===== config.mk =====
export PLATFORM = sky130hd
export DESIGN_NAME = exu_branch_top
export DESIGN_NICKNAME = d
export VERILOG_FILES = /design/src/design/rv_isa_pkg.sv /design/src/design/exu_pipe_pkg.sv /design/src/design/exu_bjp_operand.sv /design/src/design/exu_bru.sv /design/src/design/exu_redirect.sv /design/src/design/exu_branch_top.sv
export SDC_FILE = /design/constraint.sdc
export NUM_CORES = 1
export LEC_CHECK = 0
export BUFFER_PORTS_ARGS = -buffer_cell sky130_fd_sc_hd__buf_2
export CAP_MARGIN = 40
export CORE_ASPECT_RATIO = 1.5
export CORE_MARGIN = 4
export CORE_UTILIZATION = 26
export CTS_CLUSTER_DIAMETER = 120
export DETAILED_ROUTE_END_ITERATION = 12
export PLACE_DENSITY = 0.53
export SETUP_SLACK_MARGIN = 0.1
export SLEW_MARGIN = 20
export SYNTH_ARGS = -nofsm -noshare
export SYNTH_HDL_FRONTEND = slang
export SYNTH_SLANG_ARGS = --single-unit

===== constraint.sdc =====
create_clock -name clk_i -period 6.9 [get_ports clk_i]
set_input_delay 0.69 -clock clk_i [delete_from_list [all_inputs] [get_ports clk_i]]
set_output_delay 0.69 -clock clk_i [all_outputs]
set_load 0.1 [all_outputs]

===== src/design/rv_isa_pkg.sv =====
// ****************************************
// ISA-level constants for the RV32 branch path
// opcode enum is internal to the EXU and not the RISC-V encoding
// instruction fetch assumes 4-byte alignment and no compressed ISA
// ****************************************
package rv_isa_pkg;

    localparam int XLEN            = 32;  // operand width
    localparam int INST_ADDR_WIDTH = 32;  // pc and target width
    localparam int INST_BYTES      = 4;   // step to the sequential pc

    // target must have these low bits clear for a legal fetch
    localparam int INST_ALIGN_BITS = 2;

    // jalr drops bit 0 of rs1+imm
    localparam logic [INST_ADDR_WIDTH-1:0] JALR_TARGET_MASK = ~INST_ADDR_WIDTH'(1);

    localparam int BJP_OP_WIDTH = 4;

    // branch unit opcodes
    // fence sits here too since it redirects like a jump
    typedef enum logic [BJP_OP_WIDTH-1:0] {
        BJP_NONE  = 4'd0,  // no branch work this cycle
        BJP_JAL   = 4'd1,  // already redirected by front end
        BJP_JALR  = 4'd2,
        BJP_BEQ   = 4'd3,
        BJP_BNE   = 4'd4,
        BJP_BLT   = 4'd5,  // signed
        BJP_BGE   = 4'd6,  // signed
        BJP_BLTU  = 4'd7,
        BJP_BGEU  = 4'd8,
        BJP_FENCE = 4'd9   // refetch from pc+4
    } bjp_op_e;

    // codes 10..15 are unused and decode as no branch

endpackage


===== src/design/exu_pipe_pkg.sv =====
// ****************************************
// structs passed between the EXU branch stages
// request is one plain strobe per cycle, no handshake
// redirect is always accepted by fetch
// ****************************************
package exu_pipe_pkg;

    import rv_isa_pkg::*;

    // issued branch/jump/fence request
    typedef struct packed {
        logic                       valid;    // one-cycle strobe
        bjp_op_e                    op;
        logic [INST_ADDR_WIDTH-1:0] pc;       // pc of this instruction
        logic [XLEN-1:0]            rs1;
        logic [XLEN-1:0]            rs2;
        logic [XLEN-1:0]            imm;      // sign-extended offset
        logic                       is_pred;  // front end predicted taken
    } bjp_req_t;

    // operand unit results
    // flags compare rs1 against rs2
    typedef struct packed {
        logic                       eq;
        logic                       ge_signed;
        logic                       ge_unsigned;
        logic [INST_ADDR_WIDTH-1:0] adder_result;  // base + imm
        logic [INST_ADDR_WIDTH-1:0] next_pc;       // pc + 4
    } bjp_opnd_t;

    // redirect sent to the fetch unit
    typedef struct packed {
        logic                       valid;  // one cycle high
        logic [INST_ADDR_WIDTH-1:0] addr;   // only meaningful with valid
    } redirect_t;

endpackage


===== src/design/exu_bjp_operand.sv =====
// ****************************************
// operand unit for branch resolution
// purely combinational, zero latency
// result fields are don't-care when req_i.valid is low
// ****************************************
module exu_bjp_operand (
    input  exu_pipe_pkg::bjp_req_t  req_i,
    output exu_pipe_pkg::bjp_opnd_t opnd_o
);

    import rv_isa_pkg::*;

    logic                       is_jalr;
    logic [INST_ADDR_WIDTH-1:0] adder_base;
    logic [INST_ADDR_WIDTH-1:0] adder_sum;
    logic [INST_ADDR_WIDTH-1:0] seq_pc;
    logic [XLEN-1:0]            op1;
    logic [XLEN-1:0]            op2;
    logic                       eq;
    logic                       ge_s;
    logic                       ge_u;

    assign op1 = req_i.rs1;
    assign op2 = req_i.rs2;

    // comparator flags
    // blt/bltu are the inverse of the ge flags
    assign eq   = (op1 == op2);
    assign ge_s = ($signed(op1) >= $signed(op2));  // two's complement order
    assign ge_u = (op1 >= op2);                    // plain magnitude

    // adder base select
    // jalr is register relative, everything else pc relative
    assign is_jalr = (req_i.op == BJP_JALR);

    always_comb begin
        if (is_jalr) begin
            adder_base = req_i.rs1;  // rs1 + imm
        end else begin
            adder_base = req_i.pc;   // pc + imm
        end
    end

    assign adder_sum = adder_base + req_i.imm;  // wraps at 2^32

    // sequential pc for fence and rollback
    assign seq_pc = req_i.pc + INST_ADDR_WIDTH'(INST_BYTES);

    // pack results
    always_comb begin
        opnd_o.eq           = eq;
        opnd_o.ge_signed    = ge_s;
        opnd_o.ge_unsigned  = ge_u;
        opnd_o.adder_result = adder_sum;
        opnd_o.next_pc      = seq_pc;
    end

    // note that the adder is shared between jalr and the pc-relative ops
    // so only one target is formed per cycle

endmodule


===== src/design/exu_bru.sv =====
// ****************************************
// branch resolution unit
// combinational, zero latency
// JAL is only checked for alignment here
// interrupt masks the jump but not the misaligned flag
// ****************************************
module exu_bru (
    input  exu_pipe_pkg::bjp_req_t                 req_i,
    input  exu_pipe_pkg::bjp_opnd_t                opnd_i,
    input  logic                                   int_assert_i,
    input  logic [rv_isa_pkg::INST_ADDR_WIDTH-1:0] int_addr_i,
    output logic                                   jump_flag_o,
    output logic [rv_isa_pkg::INST_ADDR_WIDTH-1:0] jump_addr_o,
    output logic                                   misaligned_fetch_o
);

    import rv_isa_pkg::*;

    logic                       branch_cond;  // op condition before valid gating
    logic                       cond_hit;
    logic                       is_jal;
    logic                       is_jalr;
    logic                       is_fence;
    logic                       pred_rollback;
    logic                       jump;
    logic                       misaligned;
    logic [INST_ADDR_WIDTH-1:0] jalr_target;
    logic [INST_ADDR_WIDTH-1:0] target;

    // condition per opcode
    always_comb begin
        unique case (req_i.op)
            BJP_BEQ:  branch_cond = opnd_i.eq;
            BJP_BNE:  branch_cond = ~opnd_i.eq;
            BJP_BLT:  branch_cond = ~opnd_i.ge_signed;
            BJP_BGE:  branch_cond = opnd_i.ge_signed;
            BJP_BLTU: branch_cond = ~opnd_i.ge_unsigned;
            BJP_BGEU: branch_cond = opnd_i.ge_unsigned;
            BJP_JALR: branch_cond = 1'b1;  // unconditional
            default:  branch_cond = 1'b0;  // none, jal, fence
        endcase
    end

    assign cond_hit = req_i.valid & branch_cond;
    assign is_jal   = req_i.valid & (req_i.op == BJP_JAL);
    assign is_jalr  = (req_i.op == BJP_JALR);
    assign is_fence = req_i.valid & (req_i.op == BJP_FENCE);

    // predicted taken but condition false
    assign pred_rollback = req_i.valid & req_i.is_pred & ~branch_cond;

    // predicted and taken needs nothing, fetch is already there
    assign jump = (cond_hit & ~req_i.is_pred) | is_fence | pred_rollback;

    assign jalr_target = opnd_i.adder_result & JALR_TARGET_MASK;

    // target select
    always_comb begin
        if (is_fence || pred_rollback) begin
            target = opnd_i.next_pc;  // sequential refetch
        end else if (is_jalr) begin
            target = jalr_target;
        end else begin
            target = opnd_i.adder_result;
        end
    end

    // low bits must be zero for a 4-byte fetch
    assign misaligned = (target[INST_ALIGN_BITS-1:0] != '0) && (jump || is_jal);

    // interrupt vector wins the address
    always_comb begin
        if (int_assert_i && req_i.valid) begin
            jump_addr_o = int_addr_i;
        end else begin
            jump_addr_o = target;
        end
    end

    assign misaligned_fetch_o = misaligned;
    assign jump_flag_o        = jump & ~misaligned & ~int_assert_i;  // trap or irq blocks it

endmodule


===== src/design/exu_redirect.sv =====
// ****************************************
// redirect register and wrong-path squash
// one cycle latency, redirect held one cycle
// squashes exactly one request after a redirect
// ****************************************
module exu_redirect (
    input  logic                                   clk_i,
    input  logic                                   rst_i,
    input  exu_pipe_pkg::bjp_req_t                 req_i,
    output exu_pipe_pkg::bjp_req_t                 req_o,
    input  logic                                   jump_flag_i,
    input  logic [rv_isa_pkg::INST_ADDR_WIDTH-1:0] jump_addr_i,
    input  logic                                   misaligned_i,
    output exu_pipe_pkg::redirect_t                redirect_o,
    output logic                                   misaligned_o
);

    logic squash;  // current slot is wrong path

    // a request arriving while the redirect is out came from the old path
    assign squash = redirect_o.valid;

    // pass the request through with valid masked
    always_comb begin
        req_o       = req_i;
        req_o.valid = req_i.valid & ~squash;
    end

    // output registers
    // addr is loaded every cycle, fetch only looks at it with valid
    always_ff @(posedge clk_i) begin
        if (rst_i) begin
            redirect_o.valid <= 1'b0;
            redirect_o.addr  <= '0;
            misaligned_o     <= 1'b0;
        end else begin
            redirect_o.valid <= jump_flag_i;   // one-cycle pulse
            redirect_o.addr  <= jump_addr_i;
            misaligned_o     <= misaligned_i;  // to trap logic
        end
    end

    // jump_flag_i is already low for a squashed slot since the bru
    // sees the masked valid, so the pulse cannot stretch past a cycle

endmodule


===== src/design/exu_branch_top.sv =====
// ****************************************
// branch resolution top of the execute stage
// request at edge N gives redirect at edge N+1
// int_assert_i is a level sampled with the request
// ****************************************
module exu_branch_top (
    input  logic                                   clk_i,
    input  logic                                   rst_i,
    input  exu_pipe_pkg::bjp_req_t                 req_i,
    input  logic                                   int_assert_i,
    input  logic [rv_isa_pkg::INST_ADDR_WIDTH-1:0] int_addr_i,
    output exu_pipe_pkg::redirect_t                redirect_o,
    output logic                                   misaligned_o
);

    import rv_isa_pkg::*;
    import exu_pipe_pkg::*;

    bjp_req_t                   req_flt;     // request after squash
    bjp_opnd_t                  opnd;
    logic                       jump_flag;
    logic [INST_ADDR_WIDTH-1:0] jump_addr;
    logic                       misaligned;

    // squash filter and output registers
    exu_redirect u_redirect (
        .clk_i        (clk_i),
        .rst_i        (rst_i),
        .req_i        (req_i),
        .req_o        (req_flt),
        .jump_flag_i  (jump_flag),
        .jump_addr_i  (jump_addr),
        .misaligned_i (misaligned),
        .redirect_o   (redirect_o),
        .misaligned_o (misaligned_o)
    );

    // compare and target adder
    exu_bjp_operand u_operand (
        .req_i  (req_flt),
        .opnd_o (opnd)
    );

    // decide redirect
    exu_bru u_bru (
        .req_i              (req_flt),
        .opnd_i             (opnd),
        .int_assert_i       (int_assert_i),
        .int_addr_i         (int_addr_i),
        .jump_flag_o        (jump_flag),
        .jump_addr_o        (jump_addr),
        .misaligned_fetch_o (misaligned)
    );

endmodule


; ---- After elaboration in Yosys (flattened, before gate mapping)
; Index checks and enable logic that the tools add are counted.
[word_totals]
word_cells = 46
reg_bits = 34
input_bits = 169
[classes]
eq_ne = 10
n_addsub = 2
bitwise = 19
n_reduce_logical = 5
order_cmp = 2
muxes = 5
[ops]
columns = operator, count
row1 = two-way mux 32 bit, 3
row2 = greater-or-equal comparator 32 bit, 2
row3 = "adder 32 x 3 -> 32 bit, second input constant", 1
row4 = adder 32 bit, 1
row5 = equality test 32 bit, 1
row6 = "equality test 4 x 3 -> 1 bit, second input constant", 4
row7 = AND 1 bit, 9
row8 = "equality test 4 x 2 -> 1 bit, second input constant", 2
row9 = "equality test 4 bit, second input constant", 2
row10 = inverter 1 bit, 8
row11 = one-hot mux 1 bit (7 select lines), 1
row12 = "equality test 4 x 1 -> 1 bit, second input constant", 1
row13 = logical AND 1 bit, 2
row14 = logical OR 1 bit, 2
row15 = bitwise OR 1 bit, 2
row16 = nonzero test 2 bit, 1
row17 = two-way mux 1 bit, 1

; ---- Longest topological paths before layout
[logic_depth]
word_depth = 12
depth_mapped = 16

; ---- By module
; From an unflattened synthesis, not the netlist that was laid out.
[hier_totals]
cells_unflattened = 859
hier_area_um2 = 6313.6
[by_module_without_submodules]
columns = mod, instances, seq_area_each_um2, area_each_um2, cells_per_inst
row1 = exu_bjp_operand, 1, 0.0, 3517.1, 485
row2 = exu_redirect, 1, 680.7, 1949.4, 206
row3 = exu_bru, 1, 0.0, 847.1, 168

; ---- Worst setup path after synthesis
; No wires, ideal clock.
[synth_path]
path_kind = input to register
startpoint = input port req_i[129] (netlist bit)
endpoint = register, netlist name u_redirect.redirect_o[27]
path_stages = 15
path_buffers = 2
setup_time_ns = 0.122
arrival_time_ns = 4.186
setup_slack_ns = 2.592
path_cell_list = nor2_1 > and3_1 > clkbuf_1 > buf_1 > mux2_2 > ha_1 > and3_1 > a21o_1 > a22oi_1 > o22ai_1 > or4_1 > nor2b_1 > xnor2_1 > nor2_1 > a221o_1
[synth_between]
elab_chain_cells = 7
[synth_rtl]
columns = element, line
row1 = from (decl), exu_branch_top.sv:9  ; input exu_pipe_pkg::bjp_req_t req_i,
row2 = branches (longest 5 deep; another with adder 32 bit), -
row3 = two-way mux 32 bit (*), exu_bru.sv:59  ; if (is_fence || pred_rollback) begin
row4 = two-way mux 32 bit (*), exu_bru.sv:73  ; if (int_assert_i && req_i.valid) begin
; Mark *: on every way between the ends.
; A chain may end at the register's enable or synchronous reset.

; ---- Final worst setup path
[layout_path]
startpoint = input port req_i[132] (netlist bit)
endpoint = register, netlist name u_redirect.redirect_o[27]
[layout_between]
elab_chain_cells = 7
[layout_rtl]
columns = element, line
row1 = branches (longest 5 deep; another with adder 32 bit), -
row2 = two-way mux 32 bit (*), exu_bru.sv:59
row3 = two-way mux 32 bit (*), exu_bru.sv:73
; Marks and branches as above.

==> reports/metrics.yaml <==
critical_path:
  path_class: "primary input to flop"
  crit_fanout: 15
  cp.required_ns: 7.08
  ff2ff_path_depth: 7
  cp_data_arrival_time_ns: 4.77
  critPathCaptureType: "flop"
  cp-start-kind: "primary input"
detailed_routing:
  drc_errors: 0
  num_vias: 5935
  wire_per_inst_um: 20.8
  first_pass_iters: 7
  ant_nets: 0
  viasPerCell: 5.31
  drt_iter0_drc: 332
  wl_mm: 23.2
clock_tree:
  clkSinkCount: 34
  clk_pin_slew_ns: 0.07
  cts.repair.resized: 0
  hold_buffers: 0
  root_buffer: "clkbuf_16"
  cts_tree: "built"
  cts_buffers: 5
  cts_setup_buffers: 0
  insertion_delay_ns: 0.29
  cts_max_path_buffers: 2
  htreeDepth: 2
placement:
  portBuffers: 202
  gp_congestion: 0.899
  post-dp-hpwl_mm: 19.4
  placed_area_sq_um: 6380
pwr:
  powerDensity_nw_per_um2: 186
  ir_drop_v: 0.0000761
  power_leakage_uw: 0.00307
global_routing:
  antenna_found_initial: 1
  overflow: 0
  grt_pass1_wl_mm: 34.5
  grt_max_degree: 35
  grt_usage_pct: 20.5
  grt_pass1_vias: 6241
synth:
  yosysSeqAreaShare_pct: 13.4
  syn_nets: 906
  synth_commonest_cells: "ha_1 (64), nand2_1 (51), inv_1 (50), a21oi_1 (43), nand3_1 (41)"
  ys.flop_type: "dfxtp_1"
  yosys.area.top_type_share_pct: 15.7
  post_synth.cell_area_avg_sq_um: 7.59
  async_reset_ff_share_pct: 0
  synth_most_common_cell: "ha_1"
  ys_types: 69
  ys_warn_count: 0
  synth_seq_cells: 34
  synth_top_cell_by_area: "ha_1"
  synth_cells: 672
  synth_edf_count: 0
  synth_area_leaders: "ha_1 (16%), dfxtp_1 (13%), mux2_2 (6.6%)"
  syn_area_sq_um: 5100
die:
  chipHeight_um: 179
  start_util_pct: 26.5
  dieWidth_um: 122
  ios: 203
  num_rows: 62
  die-area_sq_um: 22000
  coreArea_sq_um: 19200
sta:
  slew_violations: 0
  finalSetupViolations: 0
  timing.slew.headroom_pct: 43.1
  tightest_slew_ns: 0.854
  fin_crit_sh_pct: 66.6
  skew_ns: 0.00664
  setup_tns_ns: 0
  hold_viol: 0
  timing.fmax_ghz: 0.218
  grt_setup_unrepaired: "false"
  fin_crit_ns: 4.59
worst_hold_path:
  hold_class: "primary input to flop"
  whs_path_depth: 2
run_status:
  status: "finished, final reports clean"
layout:
  final_area_sq_um: 6570
  nets: 1095
  area_delta_synth_final_pct: 28.9
  n_antenna_cell: 0
  drive_above_1_share_pct: 30.6
job:
  cap_viol_max_count: 0
==> final cells by class <==
type	instances	area [sq um]
tap	256	320
multi-input combinational	561	4120
inverter	50	188
clock buffer	5	125
sequential	34	681
clock inverter	3	68.8
fill	2177	12700
timing repair buffer	209	1070
==> path summary, 6_finish.rpt <==
path / startpoint / to / slack (ns)
max: req_i[132] / u_redirect.redirect_o[27]$_SDFF_PP0_ / 2.31
min: int_assert_i / u_redirect.squash$_SDFF_PP0_ / 0.62
max reg2reg: u_redirect.squash$_SDFF_PP0_ / u_redirect.redirect_o[3]$_SDFF_PP0_ / 4.57
min reg2reg: u_redirect.squash$_SDFF_PP0_ / u_redirect.squash$_SDFF_PP0_ / 0.72
==> where the power goes <==
group | switching (uW) | internal (uW)
Clock | 103 | 208
Combinational | 469 | 209
Sequential | 10.1 | 225
==> critical path: stages <==
cell and delay [ns]:
buf_2 0.14, nor2_1 0.18, and3_1 0.75, mux2_2 0.41, ha_1 0.22, a211oi_1 0.31, o211ai_1 0.18, a21oi_1 0.40
o22ai_1 0.18, or4_1 0.60, nor2b_1 0.19, xnor2_1 0.13, nor2_1 0.05, a221o_1 0.32
==> through the flow <==
step / cells / worst slack [ns] / total power, uW / hold slack (ns) / util [%]
5_1_grt: 1118 / 1.98 / 1290 / 0.631 / 34.2
2_1_floorplan: 672 / 2.59 / 726 / 0.577 / -
4_1_cts: 1118 / 2.28 / 1230 / 0.618 / 34.2
3_5_place_dp: 1110 / 1.99 / 917 / 0.744 / 33.1
6_report: 1118 / 2.31 / 1220 / 0.617 / 34.2
3_3_place_gp: 1109 / 2.06 / 918 / 0.740 / 33.1
==> sequential cells by signal, indices dropped and copies added (netlist names) <==
signal and count:
u_redirect.redirect_o 32, u_redirect.squash 1, u_redirect.misaligned_o 1
==> cells in the final DEF (no fill, tap or decap), types with 5 or more instances in the layout <==
cell       instances
nand2b_1           5
nor3_1             7
nand2_1           51
xnor2_1           36
clkbuf_16          5
buf_2            202
o211ai_1          15
and4_1             7
dfxtp_1           34
a21oi_1           43
o21ai_0           31
a31oi_1            8
nor2_1            39
xor2_1            17
mux2_2            30
ha_1              64
inv_1             50
o221ai_1           5
a211oi_1          14
nand4_1           28
a21o_1            12
and3_1            12
nor2b_1            7
nand3_1           41
buf_4              6
o21ai_1           10
nand3b_1           5
==> per-layer routing <==
metal,wire [um],track usage [%],vias up,part of all wire (%)
met5,7,0,-,0.030
met4,816,7.04,2,3.5
met3,1280,2.26,44,5.5
met2,12500,39.3,227,54
met1,8610,22.6,2781,37
li1,-,-,2881,-
==> kinds of logic (layout without fill, tap and decap cells) <==
kind of cell	Yosys count	after routing	synth area share, %
and+or+nand+nor	222	222	22.8
DFF	34	34	13.4
adders and majority gates	65	65	16.1
buffers and inverters	77	267	6.04
xor gates and xnor gates	53	53	9.11
AOI/OAI and AO/OA	188	188	25.4
muxes	33	33	7.22
No activity file was read; power rests on OpenSTA's default activity.
